**config.mk**
```make
export PLATFORM = sky130hd
export DESIGN_NAME = tcb_timer
export DESIGN_NICKNAME = d
export VERILOG_FILES = /design/src/design/tcb_pkg.sv /design/src/design/tcb_timer.sv
export VERILOG_INCLUDE_DIRS = /design/src /design/src/design
export SDC_FILE = /design/constraint.sdc
export NUM_CORES = 1
export LEC_CHECK = 0
export ABC_AREA = 1
export BUFFER_PORTS_ARGS = -buffer_cell sky130_fd_sc_hd__buf_2
export CAP_MARGIN = 10
export CORE_MARGIN = 4
export CORE_UTILIZATION = 30
export CTS_CLUSTER_SIZE = 12
export DETAILED_ROUTE_END_ITERATION = 10
export PLACE_DENSITY_LB_ADDON = 0.1
export SETUP_SLACK_MARGIN = 0.2
export SLEW_MARGIN = 15
export SYNTH_ARGS = -nofsm -noshare
export SYNTH_HDL_FRONTEND = slang
export SYNTH_SLANG_ARGS = --single-unit
```
**constraint.sdc**
```tcl
create_clock -name sub -period 6.4 [get_ports sub]
set_input_delay 0.64 -clock sub [delete_from_list [all_inputs] [get_ports sub]]
set_output_delay 0.64 -clock sub [all_outputs]
set_load 0.02 [all_outputs]
```
**src/design/tcb_defs.svh**
```systemverilog
// bus widths, address map, RAM size and UART timing; include wherever these values are needed
`ifndef TCB_DEFS_SVH
`define TCB_DEFS_SVH

//////////////////////////////
// bus widths
//////////////////////////////

`define TCB_ADR_W 16
`define TCB_DAT_W 32
// one enable per data byte
`define TCB_BEN_W 4

// subordinate ports behind the demultiplexer
`define TCB_SPN 3

//////////////////////////////
// address map
//////////////////////////////

// regions are power-of-two sized and aligned
`define TCB_RAM_BASE  16'h0000
`define TCB_RAM_SIZE  16'h0400
`define TCB_TMR_BASE  16'h1000
`define TCB_UART_BASE 16'h2000
`define TCB_PER_SIZE  16'h0010

// RAM words, must cover TCB_RAM_SIZE bytes
`define TCB_RAM_DEPTH 256

// clock cycles per serial bit
`define TCB_BAUD_DIV 4

`endif

```
**src/design/tcb_pkg.sv**
```systemverilog
// shared bus types and the UART state encoding, referenced by scoped name from the design
`include "tcb_defs.svh"

package tcb_pkg;

  //////////////////////////////
  // bus fields
  //////////////////////////////

  // byte address
  typedef logic [`TCB_ADR_W-1:0] tcb_adr_t;

  // data word
  typedef logic [`TCB_DAT_W-1:0] tcb_dat_t;

  // byte enables
  typedef logic [`TCB_BEN_W-1:0] tcb_ben_t;

  // subordinate index
  // 0 ram, 1 timer, 2 uart
  typedef logic [1:0] tcb_sel_t;

  //////////////////////////////
  // uart transmitter
  //////////////////////////////

  // frame phases, one bit period each except data (8 periods)
  typedef enum logic [1:0] {
    idle,
    start,
    data,
    stop
  } uart_state_t;

endpackage

```
**src/design/tcb_timer.sv**
```systemverilog
// compare timer subordinate; counter wraps at CMP, sets a sticky flag and drives irq
module tcb_timer (
  input  logic              sub,
  input  logic              rst_n,
  input  logic              vld,
  input  logic              wen,
  input  tcb_pkg::tcb_adr_t adr,
  input  tcb_pkg::tcb_ben_t ben,
  input  tcb_pkg::tcb_dat_t wdt,
  output logic              rdy,
  output tcb_pkg::tcb_dat_t rdt,
  output logic              irq
);

  // register offsets, word index
  localparam logic [1:0] OFS_CTRL = 2'd0;
  localparam logic [1:0] OFS_CMP  = 2'd1;
  localparam logic [1:0] OFS_CNT  = 2'd2;
  localparam logic [1:0] OFS_STS  = 2'd3;

  logic              wr;
  logic              rd;
  logic [1:0]        ofs;
  logic              en;
  tcb_pkg::tcb_dat_t cmp;
  tcb_pkg::tcb_dat_t cnt;
  logic              flag;
  logic              match;

  // byte-wise merge of write data
  function automatic tcb_pkg::tcb_dat_t merge(
    input tcb_pkg::tcb_dat_t old_word,
    input tcb_pkg::tcb_dat_t new_word,
    input tcb_pkg::tcb_ben_t be
  );
    tcb_pkg::tcb_dat_t res;
    res = old_word;
    for (int b = 0; b < $bits(tcb_pkg::tcb_ben_t); b++) begin
      if (be[b]) res[8*b +: 8] = new_word[8*b +: 8];
    end
    return res;
  endfunction

  // always ready
  assign rdy   = 1'b1;
  assign ofs   = adr[3:2];
  assign wr    = vld & wen;
  assign rd    = vld & ~wen;
  assign match = (cnt == cmp);

  //////////////////////////////
  // counter and flag
  //////////////////////////////

  always_ff @(posedge sub) begin
    if (!rst_n) begin
      en   <= 1'b0;
      cmp  <= '1;
      cnt  <= '0;
      flag <= 1'b0;
    end else begin
      if (en) cnt <= match ? '0 : cnt + tcb_pkg::tcb_dat_t'(1);
      // bus writes override the step
      if (wr && ofs == OFS_CTRL && ben[0]) en <= wdt[0];
      if (wr && ofs == OFS_CMP) cmp <= merge(cmp, wdt, ben);
      if (wr && ofs == OFS_CNT) cnt <= merge(cnt, wdt, ben);
      // write 1 to clear
      if (wr && ofs == OFS_STS && ben[0] && wdt[0]) flag <= 1'b0;
      // a fresh match is never lost
      if (en && match) flag <= 1'b1;
    end
  end

  assign irq = flag;

  // read data, registered on the transfer
  always_ff @(posedge sub) begin
    if (rd) begin
      case (ofs)
        OFS_CTRL: rdt <= tcb_pkg::tcb_dat_t'(en);
        OFS_CMP:  rdt <= cmp;
        OFS_CNT:  rdt <= cnt;
        default:  rdt <= tcb_pkg::tcb_dat_t'(flag);
      endcase
    end
  end

endmodule

```
After elaboration in Yosys (flattened, before gate mapping). Index checks and enable logic that the tools add are counted.

$add $sub $neg: 1. Equal/unequal tests: 8. Multiplexer cells: 10. Bitwise operators: 3. Reduce and logical (&&, ||, !) cells: 19.

Operators with widths (number): $mux 32 (3); $pmux 32 s3 (1); $add 32x1->32 const B (1); $eq 32x32->1 (1); $mux 8 (4); $reduce_and 2->1 (8); $logic_and 1x1->1 (8); $ne 2x2->1 const B (4); $eq 2x2->1 const B (2); $reduce_bool 2->1 (2); $and 1x1->1 (2); $eq 2x1->1 const B (1); $logic_not 2->1 (1); $mux 1 (2); $not 1->1 (1).

Flip-flop bits (word level): 98. Input bits: 56. Output and inout port bits: 34. Word-level logic and storage cells: 52.

Logic depth before layout (Yosys ltp).
Depth after elaboration: 6. Mapped depth: 11. Depth with buffers taken out: 11.

Worst setup path before layout. Ideal clock, no wire load.

Path type: input -> register. Start point: input port vld. End point: register rdt[0] (enable). Library setup time: 0.422 ns. Arrival: 2.029 ns. Data required time: 5.978 ns. Path slack: 3.949 ns. Cell stages on the path: 2. Buffers on the path: 0. Cells stage by stage: inv_1 > nor2_1.

Word-level cells in the longest chain between the ends: 1.

Ends and longest elaborated chain: from (decl) (line tcb_timer.sv:5) `input logic vld,`; $and 1x1->1 (line tcb_timer.sv:48) `assign rd = vld & ~wen;`; net rd (line tcb_timer.sv:22) `logic rd;`; to (signal assigned) (line tcb_timer.sv:80) `OFS_CTRL: rdt <= tcb_pkg::tcb_dat_t'(en);`; to (signal assigned) (line tcb_timer.sv:81) `OFS_CMP: rdt <= cmp;`; to (signal assigned) (line tcb_timer.sv:82) `OFS_CNT: rdt <= cnt;`; to (decl) (line tcb_timer.sv:11) `output tcb_pkg::tcb_dat_t rdt,`.

The timed path passes the listed nets, and every way through them passes these cells. A chain may end at the register's enable or synchronous reset.

Final worst setup path.
Start point: input port adr[2]. End point: register cmp[0].

Word-level cells in the longest chain between the ends: 3.

Ends and longest elaborated chain: from (decl) (line tcb_timer.sv:7) `input tcb_pkg::tcb_adr_t adr,`; $eq 2x1->1 (line tcb_timer.sv:65) `if (wr && ofs == OFS_CMP) cmp <= merge(cmp, wdt, ben);`; $logic_and 1x1->1 (line tcb_timer.sv:65); $reduce_and 2->1 (no line); to (signal assigned) (line tcb_timer.sv:65); to (decl) (line tcb_timer.sv:25) `tcb_pkg::tcb_dat_t cmp;`.

No other way between the ends.

==> flow_summary.ini <==
[worst_setup_path]
setup.worst_path.start = adr[2]
cp_num_buf_inv = 5
r2r-end = cnt[28]
ff2ff_setup_slack_ns = 4.10
worstSetupPathDepth = 10
worstSetupEndpoint = cmp[0]
crit_arrival_ns = 2.67
path_cells = buf_2 -> inv_2 -> nor2_4 -> inv_2 -> nor2_4 -> inv_2 -> nor2_8 -> inv_2 -> nand2_1 -> o211ai_2
r2r_start = cnt[15]
critical_path.top_delay_family = simple AND/OR/NAND/NOR gates
endpoint_kind = flip-flop
cp_max_fo = 27
cpMostUsedCell = inv_2
reg2reg_depth = 9
crit_required_ns = 6.61
startpoint_type = primary input
slowest_delay_ns = 0.65
slowest_stage = nor2_4
timing_worst_setup_path_type = primary input to flip-flop

[power_and_ir_drop]
vdd_drop_max_mv = 0.127
p_leak_nw = 2.64
power_density_mw_per_mm2 = 215
finalPower_w = 0.00134

[sta]
hold_viol = 0
fin_tns_setup_ns = 0
worstMarginPinSlew_ns = 1.01
drv_slew = 0
period_needed_ns = 2.45
clock_skew_ns = 0.00721
rsz0062_at_grt = no
fin_crit_sh_pct = 38.3
setup_viol = 0
fmax_mhz = 407
slew_headroom_pct = 32.7

[placement]
dpl.hpwl_mm = 11.5
gp_congestion = 0.816
portBuffers = 74

[global_routing]
grt.total_usage_pct = 16.3
grt_pass1_wl_mm = 26.0
grt_max_degree = 67
antenna_found_initial = 0
grt-ovfl-total = 0
grt_pass1_vias = 4724

[min_path]
hold_depth = 2
hold_class = flip-flop to flip-flop

[route]
ant_nets = 0
viasPerCell = 4.80
num_vias = 4889
drt_wl_total_mm = 16.2
drtIter0Drc = 538
drcViolationCount = 0
drtPass1Iterations = 5
wire_per_inst_um = 15.9

[synth]
synth-compound-area-share_pct = 13.9
synth_top_family_by_area = simple AND/OR/NAND/NOR gates
syn_nets = 785
ys_seq_area_share_pct = 42.2
ys.warnings.count = 0
synth-xor-area-share_pct = 7.29
synthMuxAreaShare_pct = 0
synth_edf_count = 32
synth_area_mm2 = 0.00541
async_flop_share_pct = 0
synth_top_flop_cell = dfxtp_1
synthSimpleGateAreaFrac_pct = 29.2
synthAdderAreaFrac_pct = 0.231
synth_cells = 728
ys_types = 36
ys_ff_latch = 98
synth.avg_cell_area_um2 = 7.43

[cts]
cts_resized = 0
cts.path.max_buffers = 2
clock_latency_ns = 0.35
cts_tree = done
hold_buffers = 0
htreeDepth = 3
cts_setup_buffers = 0
clockRootBuffer = clkbuf_16
clk_pin_slew_ns = 0.07
clock-sinks = 98
cts_made_buffers = 9

[floorplanning]
die_w_um = 142
io_pins = 90
fp.dieH_um = 142
core-area_mm2 = 0.0175
start_util_pct = 30.9
dieArea_mm2 = 0.0202
row_count = 48

[job]
maxCapViolCount = 0

[final_layout]
n_fill_cell = 1850
final_nets = 846
diodes = 0
drive_above_1_share_pct = 15.6
area_growth_pct = 15.1

[status]
status = complete, no violations
-- worst min-delay path by stage --
stage / slack, ns / endpoint / from
CTS: 0.50 / cmp[31] / wdt[31]
global placement: 0.48 / cmp[3] / cmp[3]
global route: 0.51 / cmp[31] / wdt[31]
detailed placement: 0.49 / cmp[6] / cmp[6]
floorplan: 0.47 / cmp[3] / cmp[3]
finish: 0.50 / cmp[3] / cmp[3]
-- worst reg2reg max path, delay by kind of cell (launching register included) --
family | cells | cell delay, ns
xor+xnor | 1 | 0.16
simple gates | 6 | 1.07
compound gates | 1 | 0.08
flops | 1 | 0.50
buf+inv | 1 | 0.39
-- sequential cells by signal, summed over array words and instances (netlist names) --
signal  count
en          1
irq         1
rdt        32
cmp        32
cnt        32
-- placed cells by master (no fill, tap or decap) --
cell type and n:
conb_1 1, nor2_1 45, o211ai_2 1, clkinv_4 1, a21oi_1 33, nor2_8 1
a22oi_1 2, a21boi_0 1, o22ai_1 6, clkbuf_8 1, inv_1 61, dfxtp_1 66
nand2_2 4, buf_4 2, nand3_1 72, nor2_2 5, nand2_1 204, nor2_4 6
o21ai_1 31, clkinv_2 3, clkbuf_16 9, a22o_1 6, buf_2 73, clkbuf_1 3
nand3b_1 1, inv_2 8, nand4_1 2, edfxtp_1 32, xnor2_1 28, o21ai_0 50
nand2_4 9, xor2_1 17, nor4_1 1, o211ai_1 6, ha_1 1, nand2_8 1
o2111ai_1 1
-- cells in the mapped netlist, types with 2 or more instances --
master,count,area [µm²]
nor2_2,5,31.3
nand2_2,4,25.0
o21ai_1,31,155
inv_1,61,229
edfxtp_1,32,961
buf_4,5,37.5
o22ai_1,6,37.5
nand2_1,204,766
buf_2,4,20.0
nor2_4,5,56.3
nand4_1,2,12.5
inv_2,8,30.0
a22o_1,6,52.6
dfxtp_1,66,1320
o211ai_1,6,45.0
o21ai_0,50,250
nor2_1,46,173
clkbuf_1,11,41.3
a22oi_1,2,15.0
a21oi_1,33,165
xor2_1,17,149
nand3_1,72,360
nand2_4,9,101
xnor2_1,28,245
clkbuf_2,2,10.0
buf_1,3,11.3
-- metrics by stage --
step	hold slack (ns)	util, %	instances	cell area (µm²)	setup slack [ns]
2_1_floorplan	0.471	-	728	5410	3.95
3_3_place_gp	0.484	34.1	1003	5960	3.59
3_5_place_dp	0.490	34.1	1003	5960	3.55
4_1_cts	0.500	35.6	1019	6220	3.93
5_1_grt	0.510	35.6	1019	6220	3.78
6_report	0.500	35.6	1019	6220	3.95
-- power breakdown --
| part | switching (W) | internal [W] |
|---|---|---|
| Clock | 0.000238 | 0.000273 |
| Combinational | 0.0000899 | 0.0000485 |
| Sequential | 0.0000208 | 0.000667 |
| Total | 0.000349 | 0.000989 |
-- layout make-up --
cell class | count | area (µm²) | area share, %
multi-input combinational | 535 | 2750 | 44.1
clock inverter | 3 | 15.0 | 0.241
sequential | 98 | 2280 | 36.7
clock buffer | 13 | 250 | 4.02
inverter | 70 | 268 | 4.30
timing repair buffer | 75 | 380 | 6.11
tap | 225 | 282 | 4.52
-- routing by layer --
layer | routed length, µm | vias to the layer above | track usage, % | share of wire [%]
met5 | 0 | - | 0 | 0
met4 | 294 | 0 | 5.91 | 1.8
met3 | 826 | 19 | 2.28 | 5.1
met2 | 7110 | 144 | 24.8 | 44
met1 | 7950 | 2221 | 23.6 | 49
li1 | - | 2505 | - | -
-- kinds of logic (layout without fill, tap and decap cells) --
group / after synthesis / after routing
simple gates: 351 / 351
compound gates: 137 / 137
flops: 98 / 98
buf+inv: 95 / 161
xor+xnor: 45 / 45
fa+ha+maj: 1 / 1
other cells: 1 / 1
No activity file was read; power rests on OpenSTA's default activity.
