===== config.mk =====
export PLATFORM = sky130hd
export DESIGN_NAME = tcb_uart_tx
export DESIGN_NICKNAME = d
export VERILOG_FILES = /design/src/design/tcb_pkg.sv /design/src/design/tcb_uart_tx.sv
export VERILOG_INCLUDE_DIRS = /design/src /design/src/design
export SDC_FILE = /design/constraint.sdc
export NUM_CORES = 1
export LEC_CHECK = 0
export BUFFER_PORTS_ARGS = -buffer_cell sky130_fd_sc_hd__buf_2
export CORE_MARGIN = 10
export CORE_UTILIZATION = 40
export DETAILED_ROUTE_END_ITERATION = 7
export GPL_ROUTABILITY_DRIVEN = 0
export HOLD_SLACK_MARGIN = 0.02
export PLACE_DENSITY = 0.86
export SLEW_MARGIN = 20
export SYNTH_ARGS = -nofsm -noshare
export SYNTH_HDL_FRONTEND = slang
export SYNTH_SLANG_ARGS = --single-unit

===== constraint.sdc =====
create_clock -name sub -period 4.6 [get_ports sub]
set_input_delay 0.46 -clock sub [delete_from_list [all_inputs] [get_ports sub]]
set_output_delay 0.46 -clock sub [all_outputs]
set_load 0.01 [all_outputs]

===== src/design/tcb_defs.svh =====
// bus widths, address map, RAM size and UART timing; include wherever these values are needed
`ifndef TCB_DEFS_SVH
`define TCB_DEFS_SVH

//////////////////////////////
// bus widths
//////////////////////////////

`define TCB_ADR_W 16
`define TCB_DAT_W 32
// one enable per data byte
`define TCB_BEN_W 4

// subordinate ports behind the demultiplexer
`define TCB_SPN 3

//////////////////////////////
// address map
//////////////////////////////

// regions are power-of-two sized and aligned
`define TCB_RAM_BASE  16'h0000
`define TCB_RAM_SIZE  16'h0400
`define TCB_TMR_BASE  16'h1000
`define TCB_UART_BASE 16'h2000
`define TCB_PER_SIZE  16'h0010

// RAM words, must cover TCB_RAM_SIZE bytes
`define TCB_RAM_DEPTH 256

// clock cycles per serial bit
`define TCB_BAUD_DIV 4

`endif


===== src/design/tcb_pkg.sv =====
// shared bus types and the UART state encoding, referenced by scoped name from the design
`include "tcb_defs.svh"

package tcb_pkg;

  //////////////////////////////
  // bus fields
  //////////////////////////////

  // byte address
  typedef logic [`TCB_ADR_W-1:0] tcb_adr_t;

  // data word
  typedef logic [`TCB_DAT_W-1:0] tcb_dat_t;

  // byte enables
  typedef logic [`TCB_BEN_W-1:0] tcb_ben_t;

  // subordinate index
  // 0 ram, 1 timer, 2 uart
  typedef logic [1:0] tcb_sel_t;

  //////////////////////////////
  // uart transmitter
  //////////////////////////////

  // frame phases, one bit period each except data (8 periods)
  typedef enum logic [1:0] {
    idle,
    start,
    data,
    stop
  } uart_state_t;

endpackage


===== src/design/tcb_uart_tx.sv =====
// 8N1 UART transmitter subordinate; a TXDATA write stalls on rdy while a frame is in flight
`include "tcb_defs.svh"

module tcb_uart_tx (
  input  logic              sub,
  input  logic              rst_n,
  input  logic              vld,
  input  logic              wen,
  input  tcb_pkg::tcb_adr_t adr,
  input  tcb_pkg::tcb_ben_t ben,
  input  tcb_pkg::tcb_dat_t wdt,
  output logic              rdy,
  output tcb_pkg::tcb_dat_t rdt,
  output logic              txd
);

  // baud counter width
  localparam int unsigned BW = $clog2(`TCB_BAUD_DIV);

  tcb_pkg::uart_state_t state;
  logic [BW-1:0]        baud_cnt;
  logic                 baud_end;
  logic [2:0]           bit_cnt;
  logic [7:0]           shifter;
  logic                 busy;
  logic                 txdata_sel;
  logic                 trn;
  logic                 load;

  //////////////////////////////
  // bus side
  //////////////////////////////

  assign busy       = (state != tcb_pkg::idle);
  // TXDATA at offset 0, STATUS at 4
  assign txdata_sel = ~adr[2];
  // stall only TXDATA writes, status reads pass
  assign rdy        = ~(wen & txdata_sel & busy);
  assign trn        = vld & rdy;
  assign load       = trn & wen & txdata_sel & ben[0];

  always_ff @(posedge sub) begin
    if (trn && !wen) rdt <= txdata_sel ? '0 : tcb_pkg::tcb_dat_t'(busy);
  end

  //////////////////////////////
  // frame FSM
  //////////////////////////////

  assign baud_end = (baud_cnt == BW'(`TCB_BAUD_DIV - 1));

  always_ff @(posedge sub) begin
    if (!rst_n) begin
      state    <= tcb_pkg::idle;
      baud_cnt <= '0;
      bit_cnt  <= '0;
    end else begin
      // bit period timing
      baud_cnt <= (busy && !baud_end) ? baud_cnt + 1'b1 : '0;
      case (state)
        tcb_pkg::idle: begin
          if (load) state <= tcb_pkg::start;
        end
        tcb_pkg::start: begin
          if (baud_end) begin
            state   <= tcb_pkg::data;
            bit_cnt <= '0;
          end
        end
        tcb_pkg::data: begin
          if (baud_end) begin
            bit_cnt <= bit_cnt + 1'b1;
            // last data bit
            if (bit_cnt == 3'd7) state <= tcb_pkg::stop;
          end
        end
        default: begin
          if (baud_end) state <= tcb_pkg::idle;
        end
      endcase
    end
  end

  // lsb goes out first
  always_ff @(posedge sub) begin
    if (load) begin
      shifter <= wdt[7:0];
    end else if (state == tcb_pkg::data && baud_end) begin
      shifter <= shifter >> 1;
    end
  end

  // registered line, one cycle behind the state
  always_ff @(posedge sub) begin
    if (!rst_n) begin
      txd <= 1'b1;
    end else begin
      case (state)
        tcb_pkg::start: txd <= 1'b0;
        tcb_pkg::data:  txd <= shifter[0];
        // idle and stop keep the line high
        default:        txd <= 1'b1;
      endcase
    end
  end

endmodule


* Word-level counts from Yosys, hierarchy flattened
Index checks and enable logic that the tools add are counted.
** Word-level totals
- Register bits after elaboration :: 48
- Output and inout port bits :: 34
** Operators by class
- Add/sub/neg operators :: 2
- Equality and inequality tests :: 8
- Multiplexer cells :: 12
- Bitwise gates (word level) :: 8
- Reductions and logical operators :: 13
** Operators by type and width (count)
- $mux 8 :: 2
- $mux 2 :: 5
- $ne 2x2->1 const B :: 4
- $reduce_bool 2->1 :: 4
- $and 1x1->1 :: 6
- $mux 3 :: 2
- $pmux 2 s3 :: 1
- $pmux 3 s2 :: 1
- $reduce_and 5->1 :: 1
- $eq 2x2->1 const B :: 2
- $add 3x1->3 const B :: 1
- $eq 3x3->1 const B :: 1
- $logic_and 1x1->1 :: 3
- $reduce_and 3->1 :: 1
- $add 2x1->2 const B :: 1
- $eq 2x1->1 const B :: 1
- $logic_not 1->1 :: 2
- $logic_not 2->1 :: 1
- $not 1->1 :: 2
- $pmux 1 s2 :: 1
- $reduce_and 2->1 :: 1

* Depth between registers and ports, before layout
- Depth in word-level cells :: 10
- Mapped depth :: 6

* Worst setup path after synthesis
Ideal clock, no wire load.
- Kind :: flip-flop to flip-flop
- From :: register state[0]
- To :: register state[0]
- Setup time :: 0.060 ns
- Arrival :: 1.463 ns
- Data required time :: 4.540 ns
- Path slack :: 3.077 ns
- Cell stages (with the launch flop) :: 6
- Path buffers :: 0
- Clock period less this slack :: 1.523 ns
- Cell sequence :: dfxtp_1 -> inv_1 -> ha_1 -> or3b_1 -> a32oi_2 -> o221a_1
** On the way
- Cells in the longest elaborated chain, start to end :: 9
- Elaborated cells between the ends (all ways) :: 17
- Classes of those cells :: eq/ne: 6; mux: 1; bitwise: 6; reduce/logical: 4
** Ends and longest elaborated chain
- start, declared :: line tcb_uart_tx.sv:20 : tcb_pkg::uart_state_t state;
- start signal, assigned :: line tcb_uart_tx.sv:54 : state <= tcb_pkg::idle;
- start signal, assigned :: line tcb_uart_tx.sv:62 : if (load) state <= tcb_pkg::start;
- start signal, assigned :: line tcb_uart_tx.sv:66 : state <= tcb_pkg::data;
- $reduce_bool 2->1 :: line tcb_uart_tx.sv:34 : assign busy = (state != tcb_pkg::idle);
- $and 1x1->1 :: line tcb_uart_tx.sv:38 : assign rdy = ~(wen & txdata_sel & busy);
- $not 1->1 :: line tcb_uart_tx.sv:38
- $and 1x1->1 :: line tcb_uart_tx.sv:39 : assign trn = vld & rdy;
- $and 1x1->1 (3 in series) :: line tcb_uart_tx.sv:40 : assign load = trn & wen & txdata_sel & ben[0];
- $ne 2x2->1 (no source line)
- $reduce_and 5->1 (no source line)
Parallel ways exist; a longest one is shown, timed or not.
A chain may end at the register's enable or synchronous reset.

* Worst setup path in the final report
- From :: register state[0]
- To :: output port rdy
** On the way
- Cells in the longest elaborated chain, start to end :: 3
** Ends and longest elaborated chain
- $reduce_bool 2->1 :: line tcb_uart_tx.sv:34
- $and 1x1->1 :: line tcb_uart_tx.sv:38
- $not 1->1 :: line tcb_uart_tx.sv:38
- end, declared :: line tcb_uart_tx.sv:12 : output logic rdy,
No other way between the ends.

==> results.rst <==
.. list-table::
   :header-rows: 1

   * - Metric
     - Value
   * - Outcome
     - complete, no violations
   * - Clock network fraction of design power
     - about a fifth
   * - Most used flip-flop cell after synthesis
     - sky130_fd_sc_hd__edfxtp_1
   * - Vias per cell
     - 4.259
   * - Post-synth top area share
     - 25.81%
   * - Distinct cell type count after synthesis
     - 25
   * - Number of cells in the finished layout apart from fillers
     - 143
   * - Type of destination of the critical path
     - output port
   * - Iter 0 DRT Violations
     - 1
   * - Static power due to leakage
     - 0.4778 nW
   * - Vertical die dimension
     - 71.17 um
   * - Arrival time at the worst endpoint
     - 1370 ps
   * - Area growth, synth to finish
     - 1.553%
   * - Number of sinks driven by the clock tree
     - 17
   * - Final core utilization
     - ~43%
   * - Number of antenna violations at the first check in global routing
     - 0
   * - Share of synthesized area occupied by flip-flops and latches
     - between 40% and 50%
   * - Number of gates given a new drive strength after cts
     - 0
   * - WS Path Type
     - reg2out
   * - Reg2reg setup slack
     - roughly 2900 ps
   * - Detailed-route wire length per cell
     - 12.89 um
   * - Leading area contributor after synthesis
     - sky130_fd_sc_hd__edfxtp_1
   * - Most frequent standard cell in the layout excluding fill and tap cells
     - sky130_fd_sc_hd__conb_1
   * - Number of synthesized flops with an enable pin
     - 9
   * - Max Cap Violations
     - 0
   * - Synthesized cell area
     - 1047 um2
   * - TritonCTS clock tree
     - yes
   * - Buffers added on ports
     - 16
   * - Worst skew pair latency
     - 280 ps
   * - Remaining number of nets flagged by the antenna check after routing
     - 0
   * - Core ar.
     - around 2500 um2
   * - Final number of setup-violating endpoints
     - 0
   * - Final worst clock skew
     - just over 0.5 ps
   * - Number of DRC violations after detailed routing
     - 0
   * - Maximum fanout encountered on the critical timing path
     - 8
   * - Flip-flop and latch count after synthesis
     - 17
   * - Detailed-router iteration count before antenna repair
     - 3
   * - Fill cell instance count of the final layout
     - 245
   * - Area enclosed by the die boundary
     - about 5100 um2
   * - First-pass GRT wire length
     - 3098 um
   * - FFs w/ async S/R, synth
     - 0%
   * - Total inserted antenna cells
     - 0
   * - Part of the power in combinational logic
     - 29.6%
   * - CTS Root Buffer Type
     - sky130_fd_sc_hd__clkbuf_4
   * - Unrepaired setup endpoints after global routing
     - false
   * - Setup tns final
     - 0 ps
   * - Vias in the first global route
     - roughly 670
   * - Final HPWL DP
     - between 1500 and 2000 um
   * - Remaining global-route overflow
     - 0
   * - Final hold viol count
     - 0
   * - Count of boundary I/O pins
     - 90
   * - Vias after detailed routing
     - 609
   * - Pwr/cell area
     - 350.1 nW/um2
   * - Count of placed standard cells including taps
     - about 140
   * - Layout Nets
     - 176
   * - Number of standard cells after synthesis
     - 95
   * - HP Class
     - reg2reg
   * - Maximum number of pins on one net before global-route repair
     - 10
   * - Number of warnings printed during yosys synthesis
     - 0
   * - Share of the clock period used by the worst path after layout
     - 39.86%
   * - Synthesized area divided by synthesized cell count
     - ~11 um2
   * - Achievable clock frequency
     - between 500 and 600 MHz
   * - Required time at the worst-slack endpoint
     - between 4000 and 5000 ps
   * - Post-layout min period
     - 1834 ps
   * - Final Slew Violations
     - 0
   * - Top post-synthesis cells by area
     - sky130_fd_sc_hd__edfxtp_1, sky130_fd_sc_hd__buf_4, sky130_fd_sc_hd__dfxtp_1
   * - Overall track demand over capacity in global routing
     - 7.159%
   * - Initial cell density of the core
     - 42.27%
   * - Max rail drop VDD
     - about 0.22 mV
   * - TritonCTS buffer count
     - 3
   * - Sw Ratio
     - 30.03%
   * - Sw power
     - 0.0001118 W
   * - Sequential share of power
     - about half
   * - Design internal power
     - roughly 0.00026 W
   * - Clk slew on worst S/H paths
     - 90 ps
   * - Overall die width
     - 71.17 um
   * - Commonest cells after routing, fill and taps aside
     - sky130_fd_sc_hd__conb_1, sky130_fd_sc_hd__buf_2, sky130_fd_sc_hd__edfxtp_1
   * - Row cnt
     - 18
   * - Hold buffer count at CTS
     - 0
   * - Post-CTS setup buffers
     - 0
   * - Share of post-route cells with drive strength above 1
     - 26.55%
   * - Maximum buffer depth of the clock tree
     - 2
   * - Critical path startpoint category
     - flop
   * - Number of H-tree levels
     - 1
   * - Total Wirelength
     - 1843 um
worst paths after layout:
check,startpoint,endpoint,cells past startpoint
max reg2reg,state[0],shifter[7],4
min,baud_cnt[0],baud_cnt[0],1
max,state[0],rdy,4
min reg2reg,baud_cnt[0],baud_cnt[0],1
worst max-delay path, stage by stage (launching register included):
cell	delay, ps
sky130_fd_sc_hd__dfxtp_1	380
sky130_fd_sc_hd__inv_1	80
sky130_fd_sc_hd__ha_1	300
sky130_fd_sc_hd__nand2b_1	190
sky130_fd_sc_hd__buf_2	150
power by group through the flow:
stage,combinational (W),clock (W),sequential [W]
after floorplan,0.000108,0,0.000189
after global placement,0.000104,0,0.000187
after detailed placement,0.000111,0,0.000189
after CTS,0.000111,0.0000811,0.000185
after global routing,0.000125,0.0000854,0.000188
final,0.000110,0.0000767,0.000185
routing by layer:
layer,vias to the layer above,wire length (um),track usage (%)
met3,0,125,2.929
met5,-,0,0
met1,283,643,6.576
met4,0,0,1.935
met2,21,1073,13.92
li1,305,-,-
Yosys cell counts (2+ instances only):
cell                       number
sky130_fd_sc_hd__nor2b_1        4
sky130_fd_sc_hd__nand2b_1       2
sky130_fd_sc_hd__a32oi_1        2
sky130_fd_sc_hd__edfxtp_1       9
sky130_fd_sc_hd__dfxtp_1        8
sky130_fd_sc_hd__mux2_2         7
sky130_fd_sc_hd__buf_4         32
sky130_fd_sc_hd__inv_1          3
sky130_fd_sc_hd__ha_1           6
sky130_fd_sc_hd__nand2_1        7
cells by family after synthesis:
family | count (synthesis) | share of synthesized area (%)
buffers and inverters | 35 | 24.01
AND/OR/NAND/NOR | 21 | 12.66
flip-flops | 17 | 41.10
multiplexers | 8 | 8.483
AO/OA/AOI/OAI | 7 | 6.213
adder cells (fa/ha/maj) | 6 | 7.168
other | 1 | 0.3581
flip-flops by register name (all words and copies together) (netlist names):
register	flops
rdt	1
bit_cnt	3
state	2
baud_cnt	2
txd	1
shifter	8
metrics by stage:
stage               hold slack [ps]  instance area, um2  worst slack, ps  total power, W
finish                        441.0                1064             2766       0.0003724
global placement              415.2                1037             2897       0.0002909
global route                  465.5                1064             2675       0.0003982
floorplan                     408.1                1160             3077       0.0002969
CTS                           442.5                1064             2743       0.0003776
detailed placement            428.3                1037             2797       0.0003002
cell type report:
class | count | area [um2] | area share [%]
Clock buffer | 4 | 26.28 | 2.471
Timing Repair Buffer | 16 | 80.08 | 7.529
Sequential cell | 17 | 430.4 | 40.47
Multi-Input combinational cell | 73 | 478.0 | 44.94
Inverter | 3 | 11.26 | 1.059
Tap cell | 30 | 37.54 | 3.529
No activity file was read; power rests on OpenSTA's default activity.
