--- src/design/tcb_defs.svh ---
// bus widths, address map, RAM size and UART timing; include wherever these values are needed
`ifndef TCB_DEFS_SVH
`define TCB_DEFS_SVH

//////////////////////////////
// bus widths
//////////////////////////////

`define TCB_ADR_W 16
`define TCB_DAT_W 32
// one enable per data byte
`define TCB_BEN_W 4

// subordinate ports behind the demultiplexer
`define TCB_SPN 3

//////////////////////////////
// address map
//////////////////////////////

// regions are power-of-two sized and aligned
`define TCB_RAM_BASE  16'h0000
`define TCB_RAM_SIZE  16'h0400
`define TCB_TMR_BASE  16'h1000
`define TCB_UART_BASE 16'h2000
`define TCB_PER_SIZE  16'h0010

// RAM words, must cover TCB_RAM_SIZE bytes
`define TCB_RAM_DEPTH 256

// clock cycles per serial bit
`define TCB_BAUD_DIV 4

`endif

--- src/design/tcb_pkg.sv ---
// shared bus types and the UART state encoding, referenced by scoped name from the design
`include "tcb_defs.svh"

package tcb_pkg;

  //////////////////////////////
  // bus fields
  //////////////////////////////

  // byte address
  typedef logic [`TCB_ADR_W-1:0] tcb_adr_t;

  // data word
  typedef logic [`TCB_DAT_W-1:0] tcb_dat_t;

  // byte enables
  typedef logic [`TCB_BEN_W-1:0] tcb_ben_t;

  // subordinate index
  // 0 ram, 1 timer, 2 uart
  typedef logic [1:0] tcb_sel_t;

  //////////////////////////////
  // uart transmitter
  //////////////////////////////

  // frame phases, one bit period each except data (8 periods)
  typedef enum logic [1:0] {
    idle,
    start,
    data,
    stop
  } uart_state_t;

endpackage

--- src/design/tcb_demultiplexer.sv ---
// bus demultiplexer, steers one manager port to SPN subordinate ports by a decoded index
module tcb_demultiplexer #(
  parameter int unsigned SPN = 3
) (
  input  logic              sub,
  input  logic              rst_n,
  // decoded select
  input  tcb_pkg::tcb_sel_t sel,
  input  logic              hit,
  // manager side
  input  logic              vld,
  input  logic              wen,
  input  tcb_pkg::tcb_adr_t adr,
  input  tcb_pkg::tcb_ben_t ben,
  input  tcb_pkg::tcb_dat_t wdt,
  output logic              rdy,
  output tcb_pkg::tcb_dat_t rdt,
  output logic              err,
  // subordinate side
  output logic              spn_vld [SPN],
  output logic              spn_wen [SPN],
  output tcb_pkg::tcb_adr_t spn_adr [SPN],
  output tcb_pkg::tcb_ben_t spn_ben [SPN],
  output tcb_pkg::tcb_dat_t spn_wdt [SPN],
  input  logic              spn_rdy [SPN],
  input  tcb_pkg::tcb_dat_t spn_rdt [SPN]
);

  logic              trn;
  // index of the port owning the pending response
  tcb_pkg::tcb_sel_t rsp_sel;
  logic              miss;

  //////////////////////////////
  // request path
  //////////////////////////////

  for (genvar i = 0; i < SPN; i++) begin : gen_req
    // valid only toward the selected port
    assign spn_vld[i] = vld & hit & (sel == tcb_pkg::tcb_sel_t'(i));
    // payload is shared
    assign spn_wen[i] = wen;
    assign spn_adr[i] = adr;
    assign spn_ben[i] = ben;
    assign spn_wdt[i] = wdt;
  end

  // ready from the addressed port, a miss completes at once
  always_comb begin
    rdy = 1'b1;
    if (hit) begin
      rdy = 1'b0;
      for (int i = 0; i < SPN; i++) begin
        if (sel == tcb_pkg::tcb_sel_t'(i)) rdy = spn_rdy[i];
      end
    end
  end

  assign trn = vld & rdy;

  //////////////////////////////
  // response path
  //////////////////////////////

  always_ff @(posedge sub) begin
    if (!rst_n) begin
      rsp_sel <= '0;
      miss    <= 1'b0;
    end else begin
      // err lasts only the cycle after the transfer
      miss <= trn & ~hit;
      if (trn) rsp_sel <= sel;
    end
  end

  // read data of the port that took the last transfer
  always_comb begin
    rdt = '0;
    for (int i = 0; i < SPN; i++) begin
      if (rsp_sel == tcb_pkg::tcb_sel_t'(i)) rdt = spn_rdt[i];
    end
  end

  assign err = miss;

endmodule

--- config.mk ---
export PLATFORM = sky130hd
export DESIGN_NAME = tcb_demultiplexer
export DESIGN_NICKNAME = d
export VERILOG_FILES = /design/src/design/tcb_pkg.sv /design/src/design/tcb_demultiplexer.sv
export VERILOG_INCLUDE_DIRS = /design/src /design/src/design
export SDC_FILE = /design/constraint.sdc
export NUM_CORES = 1
export LEC_CHECK = 0
export ABC_AREA = 1
export BUFFER_PORTS_ARGS = -buffer_cell sky130_fd_sc_hd__buf_2
export CAP_MARGIN = 20
export CORE_AREA = 8 8 133 135
export DETAILED_ROUTE_END_ITERATION = 8
export DIE_AREA = 0 0 141 143
export GPL_TIMING_DRIVEN = 1
export SLEW_MARGIN = 10
export SYNTH_ARGS = -nofsm -noshare
export SYNTH_HDL_FRONTEND = slang
export SYNTH_SLANG_ARGS = --single-unit
--- constraint.sdc ---
create_clock -name sub -period 0.8 [get_ports sub]
set_input_delay 0.04 -clock sub [delete_from_list [all_inputs] [get_ports sub]]
set_output_delay 0.04 -clock sub [all_outputs]
set_load 0.03 [all_outputs]
# [Yosys cells after proc, flatten, opt, wreduce, memory -nomap -nowiden]
# Cells that the tools add are included.
[word_totals] output_inout_bits=196 register_bits=3 in_bits=158
[classes] n_eq_ne=4 n_reduce_logical=2 mux=7 bitwise_logic=7
[op_table] cell="two-way mux 32 bit" n=3
[op_table] cell="AND 1 bit" n=6
[op_table] cell="== test 2 x 1 -> 1 bit, second input constant" n=2
[op_table] cell="== test 2 bit, second input constant" n=2
[op_table] cell="logical NOT 2 bit" n=2
[op_table] cell="two-way mux 1 bit" n=4
[op_table] cell="NOT 1 bit" n=1

# [Longest topological paths before layout]
# Gate-level depths: netlist (run 1).
[logic_depth] ltp_word=7 depth_mapped=8

# [Worst setup path after synthesis (run 1)]
# No wires, ideal clock.
[synth_timing] kind="reg-to-output" from="register rsp_sel[0]" to="output rdt[10]" required_ns=0.760 n_path_buf=1 arrival_ns=1.077 stages_incl_launch_ff=7 path_slack_ns=-0.317 cell_sequence="dfxtp_1 inv_1 or2_1 inv_2 buf_6 nand2_1 nand3_1"
[synth_via] elab_chain_len=4 word_cells_on_any_way=6 cone_classes="2 x eq/ne; 3 x mux; 1 x reduce/logical"
[synth_lines] item="from (decl)" line="tcb_demultiplexer.sv:31" source="tcb_pkg::tcb_sel_t rsp_sel;"
[synth_lines] item="from (signal assigned)" line="tcb_demultiplexer.sv:72" source="if (trn) rsp_sel <= sel;"
[synth_lines] item="logical NOT 2 bit" line="tcb_demultiplexer.sv:80" source="if (rsp_sel == tcb_pkg::tcb_sel_t'(i)) rdt = spn_rdt[i];"
[synth_lines] item="two-way mux 32 bit (2 in series)" line="tcb_demultiplexer.sv:80"
[synth_lines] item="two-way mux 32 bit *" line="tcb_demultiplexer.sv:80"
[synth_lines] item="to (decl)" line="tcb_demultiplexer.sv:17" source="output tcb_pkg::tcb_dat_t rdt,"
# Mark *: on every way between the ends. The rest lies on a longest branch, timed or not.

# [Worst setup path after layout (run 1)]
[layout_timing] from="register rsp_sel[0]" to="output rdt[0]"
# The elaborated chain is that of the path after synthesis.

==> flow_summary_export.csv, run 1 <==
group,metric,value,unit
grt,antenna_found_initial,1,
route,wl,10300,um
floorplanning,coreArea,15600,um2
timing,finalSetupViolCount,32,
job,drv_cap,0,
grt,grt_pass1_wl,13100,um
placed_design,dp_hpwl,7610,um
cts,insertion_delay,0.22,ns
final_layout,synthToLayoutAreaGrowth,56.7,%
cts,hold_buffers,0,
route,firstDrtPassIters,4,
grt,grt_max_degree,25,
grt,grt_pass1_vias,2134,
final_layout,design_area,3110,um2
floorplanning,std_cell_rows,46,
timing,setup_ws,-0.621,ns
critical_path,criticalPathCategory,"flop to output pin",
yosys,ys_warn_count,0,
outcome,violations,"negative setup slack",
yosys,netlist_top_cells_area,"buf_4 (60%), nand2_1 (20%), nand3_1 (9.1%)",
floorplanning,dieArea,20200,um2
cts,cts.clk_slew.worst_paths,0.03,ns
timing,max_freq,704,MHz
floorplanning,die_x,141,um
final_layout,fillerInstances,1693,
final_layout,layout-drive-gt1-share,81.9,%
timing,post-route-period-util,178,%
yosys,syn_nets,492,
timing,rsz0062_at_grt,"true",
route,wl_per_cell,18.8,um
timing,final-hold-violation-count,0,
cts,clockBufferDepth,2,
timing,clock_skew,0,ns
timing,fin_hold_ws,0.0158,ns
final_layout,n_antenna_cell,0,
route,viasPerCell,3.64,
placed_design,port_buffers,141,
pwr,p_total,3.85,mW
yosys,ys_types,12,
final_layout,regArea,62.6,um2
timing,worst_pin_slew,0.194,ns
timing,slew_violations,0,
cts,numCtsBuffers,3,
yosys,synth-seq-cells,3,
yosys,syn_area,1980,um2
cts,cts_tree,"done",
route,drc_errors,0,
yosys,avgSynthCellArea,5.93,um2
final_layout,multi_input_area,1390,um2
critical_path,r2r_slack,0.12,ns
critical_path,crit_arrival,1.38,ns
floorplanning,top_level_ports,354,
final_layout,finalNetCount,491,
timing,fin_setup_tns,-18.71,ns
timing,relSlewSlack,87.0,%
critical_path,cp_max_fo,6,
min_path,hold_class,"input port to flop",
grt,grt_usage,8.61,%
cts,htreeDepth,1,
grt,grt_overflow,0,
placed_design,dp_slack,-0.481,ns
floorplanning,die_h,143,um
cts,cts_sinks,3,
outcome,outcome,"finished with violations",
timing,fin_crit,1.42,ns
cts,cts-root-buf,"clkbuf_16",
pwr,ir_worst_vdd,349,uV
placed_design,globalplace.congestion,0.859,
yosys,netlist_instances,334,
critical_path,worstSetupEndpointType,"output pin",
pwr,p_leak,1.62,nW
yosys,synth_top_area_share,60.2,%
critical_path,crit_required,0.76,ns
critical_path,start_kind,"flop",
yosys,synth_top_cell_by_area,"buf_4",
route,detail-route-antenna-nets,0,
route,vias,1994,
placed_design,placed_area,2260,um2
yosys,seq_area_frac_synth,3.03,%
route,detail_route.iter0.violations,45,
pwr,p_per_area,1240,nW/um2
floorplanning,start_util,12.7,%
cells in the final DEF (no fill, tap or decap), drive strengths merged:
| cell | count |
|---|---|
| nor2 | 9 |
| inv | 7 |
| nor3 | 3 |
| clkinv | 1 |
| nand3 | 36 |
| clkbuf | 6 |
| buf | 160 |
| or2 | 1 |
| dfxtp | 3 |
| nand2 | 105 |
| a21oi | 1 |
repair_timing:
| action | 4_1_cts | 5_1_grt |
|---|---|---|
| gates resized for setup | 121 | 57 |
| endpoints found under the setup margin | 32 | 34 |
| setup buffers | 4 | 0 |
| pin swaps | 2 | 2 |
| gates cloned | 4 | 3 |
metrics by stage:
step,std cells,utilization (%)
3_3_place_gp,534,14.5
3_5_place_dp,534,14.5
6_report,548,19.9
5_1_grt,548,19.9
2_1_floorplan,334,-
4_1_cts,545,18.2
registers in the layout, summed over array words and instances, names as in the netlist:
| register | count |
|---|---|
| rsp_sel | 2 |
| err | 1 |
metal layers:
| metal | vias up | part of all wire (%) | wire, um | track usage [%] |
|---|---|---|---|---|
| li1 | 865 | - | - | - |
| met1 | 845 | 28 | 2910 | 6.87 |
| met2 | 231 | 49 | 5060 | 14.9 |
| met3 | 51 | 17 | 1780 | 6.21 |
| met4 | 2 | 5.4 | 552 | 5.66 |
| met5 | - | 0.13 | 13 | 0 |
power breakdown:
| group | switching, mW | total, mW | internal [mW] |
|---|---|---|---|
| clock network | 0.147 | 0.805 | 0.659 |
| logic | 1.55 | 2.87 | 1.32 |
| registers | 0.00858 | 0.171 | 0.163 |
| total | 1.71 | 3.85 | 2.14 |
final cells by class:
type	count	share of cell area [%]
Sequential cell	3	2.01
Clock buffer	4	2.54
Multi-Input combinational cell	155	44.8
Inverter	8	1.45
Timing Repair Buffer	162	40.5
Tap cell	216	8.70
cell usage after synthesis:
| master | count |
|---|---|
| nor2_1 | 9 |
| nor3_1 | 3 |
| nand2_1 | 105 |
| inv_2 | 1 |
| buf_4 | 159 |
| buf_2 | 6 |
| nand3_1 | 36 |
| or2_1 | 1 |
| dfxtp_1 | 3 |
| inv_1 | 7 |
| a21oi_1 | 1 |
| buf_6 | 3 |
kinds of logic after synthesis:
logic type             after synthesis  share of synthesized area, %
buffers and inverters              176                          65.0
DFF                                  3                          3.03
AOI/OAI and AO/OA                    1                         0.252
and+or+nand+nor                    154                          31.8
path summary, 6_finish.rpt:
path / startpoint / endpoint / cells past startpoint
max reg2reg: rsp_sel[0] / rsp_sel[0] / 3
min reg2reg: rsp_sel[1] / rsp_sel[1] / 2
min: hit / err / 2
max: rsp_sel[0] / rdt[0] / 7
critical path: stages (launching register included):
cell and delay, ns:
dfxtp_2 0.32, inv_1 0.06, or2_4 0.26, clkinv_8 0.08
buf_6 0.14, nand2_2 0.07, nand3_2 0.10, buf_6 0.13
Note: power is estimated with default switching activity, not from simulation.
==> inputs of run 2 (changes only) <==
--- a/config.mk
+++ b/config.mk
@@ -13,6 +13,7 @@
 export DETAILED_ROUTE_END_ITERATION = 8
 export DIE_AREA = 0 0 141 143
 export GPL_TIMING_DRIVEN = 1
+export RECOVER_POWER = 100
 export SLEW_MARGIN = 10
 export SYNTH_ARGS = -nofsm -noshare
 export SYNTH_HDL_FRONTEND = slang
==> run 2 against run 1 <==
The run still ends with negative setup slack left. Clock-buffer cell count is the same. Via count grew 0.10%. Total power is essentially flat. Sequential share of layout area is essentially flat. Utilization is essentially flat. Global-route usage is the same. Critical endpoint unchanged.
==> flow_summary_export.csv, run 2 (synthesis results as in run 1) <==
group,metric,value,unit
critical_path,cp_max_fo,6,
grt,grt_pass1_wl,13100,um
final_layout,top_register,"rsp_sel",
cts,cts.clk_slew.worst_paths,0.03,ns
critical_path,r2r_slack,0.12,ns
timing,setup_ws,-0.621,ns
min_path,hold_depth,2,
timing,clock_skew,0,ns
timing,final-hold-violation-count,0,
floorplanning,top_level_ports,354,
pwr,pwr-share-seq,4.5,%
placed_design,port_buffers,141,
placed_design,dp_hpwl,7610,um
cts,cts_tree,"done",
timing,rsz0062_at_grt,"true",
route,detail-route-antenna-nets,0,
critical_path,rr_startpoint,"rsp_sel[0]",
route,firstDrtPassIters,4,
min_path,hp-start,"hit",
floorplanning,dieArea,20200,um2
final_layout,synthToLayoutAreaGrowth,56.5,%
grt,grt_overflow,0,
grt,grt_usage,8.61,%
timing,finalSetupViolCount,32,
placed_design,dp_cells,534,
final_layout,layout-drive-gt1-share,81.3,%
final_layout,n_antenna_cell,0,
route,drc_errors,0,
outcome,violations,"negative setup slack",
route,wl_per_cell,18.8,um
timing,max_freq,704,MHz
floorplanning,start_util,12.7,%
pwr,p_per_area,1240,nW/um2
critical_path,ff2ff_path_depth,3,
critical_path,path_cells,"inv_1 -> or2_4 -> clkinv_8 -> buf_6 -> nand2_2 -> nand3_2 -> buf_6",
critical_path,crit_arrival,1.38,ns
timing,post-route-period-util,178,%
critical_path,criticalPathCategory,"flop to output pin",
pwr,combinationalPowerShare,74.6,%
critical_path,crit_required,0.76,ns
job,drv_cap,0,
route,detail_route.iter0.violations,37,
pwr,p_clk_share,20.9,%
pwr,p_leak,1.62,nW
floorplanning,die_x,141,um
cts,numCtsBuffers,3,
floorplanning,coreArea,15600,um2
final_layout,most-common-layout-cells,"buf_2 (104), nand2_1 (40), buf_6 (38)",
route,viasPerCell,3.64,
cts,hold_buffers,0,
placed_design,globalplace.congestion,0.859,
timing,relSlewSlack,86.1,%
critical_path,slowest_stage,"dfxtp_2",
timing,fin_hold_ws,0.0162,ns
placed_design,dp_slack,-0.481,ns
final_layout,regArea,62.6,um2
critical_path,worstSetupEndpointType,"output pin",
final_layout,finalNetCount,491,
final_layout,fillerInstances,1694,
pwr,ir_worst_vdd,349,uV
min_path,min_to,"err",
cts,cts-root-buf,"clkbuf_16",
timing,worst_pin_slew,0.209,ns
final_layout,final_common_cell,"buf_2",
cts,htreeDepth,1,
final_layout,final-instance-count-excl-fill,548,
critical_path,start_kind,"flop",
placed_design,placed_area,2260,um2
cts,insertion_delay,0.22,ns
floorplanning,die_h,143,um
pwr,p_total,3.85,mW
final_layout,largest_register_ffs,2,
timing,slew_violations,0,
route,wl,10300,um
pwr,switching_share,44.4,%
critical_path,r2r-end,"rsp_sel[0]",
pwr,power.switching,1.71,mW
critical_path,crit_path_max_incr_delay,0.32,ns
critical_path,critPathMostFrequentCell,"buf_6",
pwr,internal-power,2.14,mW
outcome,outcome,"finished with violations",
grt,grt_pass1_vias,2134,
grt,grt_max_degree,25,
min_path,hold_class,"input port to flop",
floorplanning,std_cell_rows,46,
cts,clockBufferDepth,2,
route,vias,1996,
cts,cts_sinks,3,
final_layout,multi_input_area,1390,um2
final_layout,design_area,3100,um2
grt,antenna_found_initial,1,
timing,fin_crit,1.42,ns
run 2: cell types whose count changed in the layout (fill, tap and decap cells not counted):
cell / change
buf_2: -3
nand2_2: -1
clkbuf_2: +2
clkbuf_1: +1
nand2_1: +1
run 2: repair_timing:
action | in CTS | in global routing
endpoints found under the hold margin | 0 | 0
buffers inserted | 4 | 0
pin swaps | 2 | 2
cloned | 4 | 3
gates resized for setup | 121 | 57
endpoints found under the setup margin | 32 | 34
run 2: power by group through the flow:
stage          clock network [mW]  logic, mW  registers, mW
6_report                    0.805       2.87          0.171
5_1_grt                     0.825       3.03          0.173
4_1_cts                     0.815       2.69          0.170
3_5_place_dp                    0       1.97          0.170
3_3_place_gp                    0       1.95          0.170
2_1_floorplan                   0       2.76          0.174
run 2: cell type report:
cell class	count	share of cell area [%]
inverters	8	1.45
multi-input cells	155	44.8
flip-flops and latches	3	2.02
clock buffers	4	2.54
well taps	216	8.71
repair buffers	162	40.5
run 2: worst max path at each step:
stage                          start      end  slack, ns  depth (start not counted)
final                     rsp_sel[0]   rdt[0]      -0.62                          7
after global routing      rsp_sel[0]  rdt[31]      -0.68                          7
after CTS                 rsp_sel[1]  rdt[22]      -0.62                          6
after detailed placement  rsp_sel[1]  rdt[31]      -0.48                          6
after global placement    rsp_sel[1]  rdt[31]      -0.46                          6
after floorplan           rsp_sel[0]   rdt[1]      -0.22                          6
run 2: metal layers:
metal,part of all wire [%],global-route usage (%),vias up
li1,-,-,865
met1,28,6.87,847
met2,49,14.9,231
met3,17,6.21,51
met4,5.4,5.66,2
met5,0.13,0,-
run 2: critical path, delay by kind of cell (launching register included):
kind / cells / cell delay (ns)
flops: 1 / 0.32
simple gates: 3 / 0.43
buf+inv: 4 / 0.41
run 2: stage by stage:
step / TNS (ns) / utilization (%)
after floorplan: -6.78 / -
after global placement: -13.60 / 14.5
after detailed placement: -13.92 / 14.5
after CTS: -19.39 / 18.2
after global routing: -20.35 / 19.9
final: -18.71 / 19.9
==> inputs of run 3 (changes only) <==
--- a/config.mk
+++ b/config.mk
@@ -9,9 +9,9 @@
 export ABC_AREA = 1
 export BUFFER_PORTS_ARGS = -buffer_cell sky130_fd_sc_hd__buf_2
 export CAP_MARGIN = 20
-export CORE_AREA = 8 8 133 135
+export CORE_AREA = 4 4 136 138
 export DETAILED_ROUTE_END_ITERATION = 8
-export DIE_AREA = 0 0 141 143
+export DIE_AREA = 0 0 140 142
 export GPL_TIMING_DRIVEN = 1
 export RECOVER_POWER = 100
 export SLEW_MARGIN = 10
==> run 3 against run 2 <==
The flow still finishes with violations (negative setup slack). Combinational power decreased by 6%. Maximum frequency about the same. Sequential power about the same. Register-to-register slack got worse by 0.03 ns. Via count decreased by 3.6%. Global-route usage decreased by 1.8 points. Cell area decreased by 4.2%. Critical path depth decreased by 1. Non-clock buffer count decreased by 2. Sequential cell count unchanged. Clock power decreased by 2%.
==> flow_summary_export.csv, run 3 (synthesis results as in run 1) <==
group,metric,value,unit
final_layout,layout-drive-gt1-share,79.4,%
final_layout,fillerInstances,1897,
cts,cts.clk_slew.worst_paths,0.03,ns
min_path,hold_class,"input port to flop",
cts,cts-root-buf,"clkbuf_16",
placed_design,dp_cells,539,
final_layout,top_register,"rsp_sel",
pwr,combinationalPowerShare,73.6,%
critical_path,crit_required,0.76,ns
final_layout,largest_register_ffs,2,
pwr,p_per_area,1230,nW/um2
timing,post-route-period-util,178,%
floorplanning,start_util,11.5,%
critical_path,crit_arrival,1.38,ns
pwr,internal-power,2.05,mW
cts,insertion_delay,0.22,ns
placed_design,dp_slack,-0.491,ns
timing,fin_setup_tns,-19.42,ns
route,detail_route.iter0.violations,51,
job,drv_cap,0,
route,wl,8660,um
timing,rsz0062_at_grt,"true",
final_layout,post-route-util,17.3,%
critical_path,criticalPathCategory,"flop to output pin",
pwr,power.switching,1.60,mW
timing,worst_pin_slew,0.182,ns
route,viasPerCell,3.46,
pwr,switching_share,43.7,%
floorplanning,dieArea,19900,um2
route,firstDrtPassIters,4,
timing,relSlewSlack,87.9,%
timing,fin_hold_ws,0.0499,ns
route,vias,1925,
pwr,pwr-share-seq,4.7,%
cts,cts_sinks,3,
grt,grt_overflow,0,
cts,cts_tree,"done",
final_layout,regArea,62.6,um2
outcome,violations,"negative setup slack",
pwr,p_total,3.65,mW
outcome,outcome,"finished with violations",
timing,clock_skew,0,ns
route,detail-route-antenna-nets,0,
floorplanning,std_cell_rows,48,
route,drc_errors,0,
timing,slew_violations,0,
final_layout,multi_input_area,1270,um2
timing,setup_ws,-0.622,ns
grt,antenna_found_initial,1,
route,wl_per_cell,15.6,um
floorplanning,top_level_ports,354,
placed_design,placed_area,2250,um2
pwr,ir_worst_vdd,449,uV
final_layout,synthToLayoutAreaGrowth,49.9,%
critical_path,start_kind,"flop",
timing,finalSetupViolCount,32,
timing,final-hold-violation-count,0,
grt,grt_max_degree,33,
placed_design,dp_hpwl,5710,um
floorplanning,coreArea,17200,um2
cts,htreeDepth,1,
final_layout,finalNetCount,489,
floorplanning,die_x,140,um
final_layout,most-common-layout-cells,"buf_2 (104), nand2_1 (45), nand2_2 (45)",
grt,grt_pass1_vias,1927,
final_layout,final-instance-count-excl-fill,557,
placed_design,globalplace.congestion,0.761,
timing,fin_crit,1.42,ns
pwr,p_leak,1.53,nW
pwr,p_clk_share,21.6,%
cts,hold_buffers,0,
final_layout,design_area,2970,um2
critical_path,cp_max_fo,8,
critical_path,worstSetupEndpointType,"output pin",
floorplanning,die_h,142,um
grt,grt_pass1_wl,10600,um
placed_design,port_buffers,141,
cts,clockBufferDepth,2,
final_layout,final_common_cell,"buf_2",
cts,numCtsBuffers,3,
grt,grt_usage,6.82,%
timing,max_freq,703,MHz
==> run 3: changes by cell type in the layout (fill, tap and decap cells not counted), sizes merged <==
cell,change
clkbuf,+3
buf,-5
diode,+2
clkinv,-1
inv,+1
==> run 3: path summary, 6_finish.rpt <==
path | end | slack [ns] | from | cells after the start
hold reg to reg | rsp_sel[1] | 0.53 | rsp_sel[1] | 2
hold / removal | err | 0.05 | hit | 2
setup reg to reg | rsp_sel[0] | 0.09 | rsp_sel[0] | 3
setup / recovery | rdt[15] | -0.62 | rsp_sel[1] | 6
==> run 3: power groups by stage <==
stage | Clock [mW] | Sequential [mW] | Combinational, mW
floorplan | 0 | 0.174 | 2.76
global placement | 0 | 0.172 | 1.89
detailed placement | 0 | 0.172 | 1.90
CTS | 0.800 | 0.170 | 2.40
global route | 0.814 | 0.174 | 2.84
finish | 0.789 | 0.173 | 2.69
==> run 3: cell type report <==
class / instances / share of cell area [%]
Antenna cell: 2 / 0.168
Inverter: 8 / 1.35
Clock buffer: 4 / 2.65
Timing Repair Buffer: 160 / 41.4
Sequential cell: 3 / 2.11
Multi-Input combinational cell: 155 / 42.8
Tap cell: 225 / 9.47
==> run 3: worst max-delay path: stages (launching register included) <==
cell and delay (ns):
dfxtp_2 0.34, or2_4 0.28, inv_8 0.10, clkbuf_16 0.18, nand2_2 0.07, nand3_4 0.06, buf_6 0.13
==> run 3: layer usage <==
| layer | track usage, % | vias to the layer above | wire (um) | share of wire (%) |
|---|---|---|---|---|
| li1 | - | 865 | - | - |
| met1 | 5.85 | 823 | 2410 | 28 |
| met2 | 11.6 | 182 | 4450 | 51 |
| met3 | 4.77 | 55 | 1330 | 15 |
| met4 | 4.13 | 0 | 473 | 5.5 |
| met5 | 0 | - | 0 | 0 |
==> run 3: timing repair <==
| action | in CTS | in global routing |
|---|---|---|
| cloned | 2 | 7 |
| pin swaps | 2 | 2 |
| setup endpoints to repair | 33 | 34 |
| resized for setup | 89 | 55 |
| setup buffers | 4 | 1 |
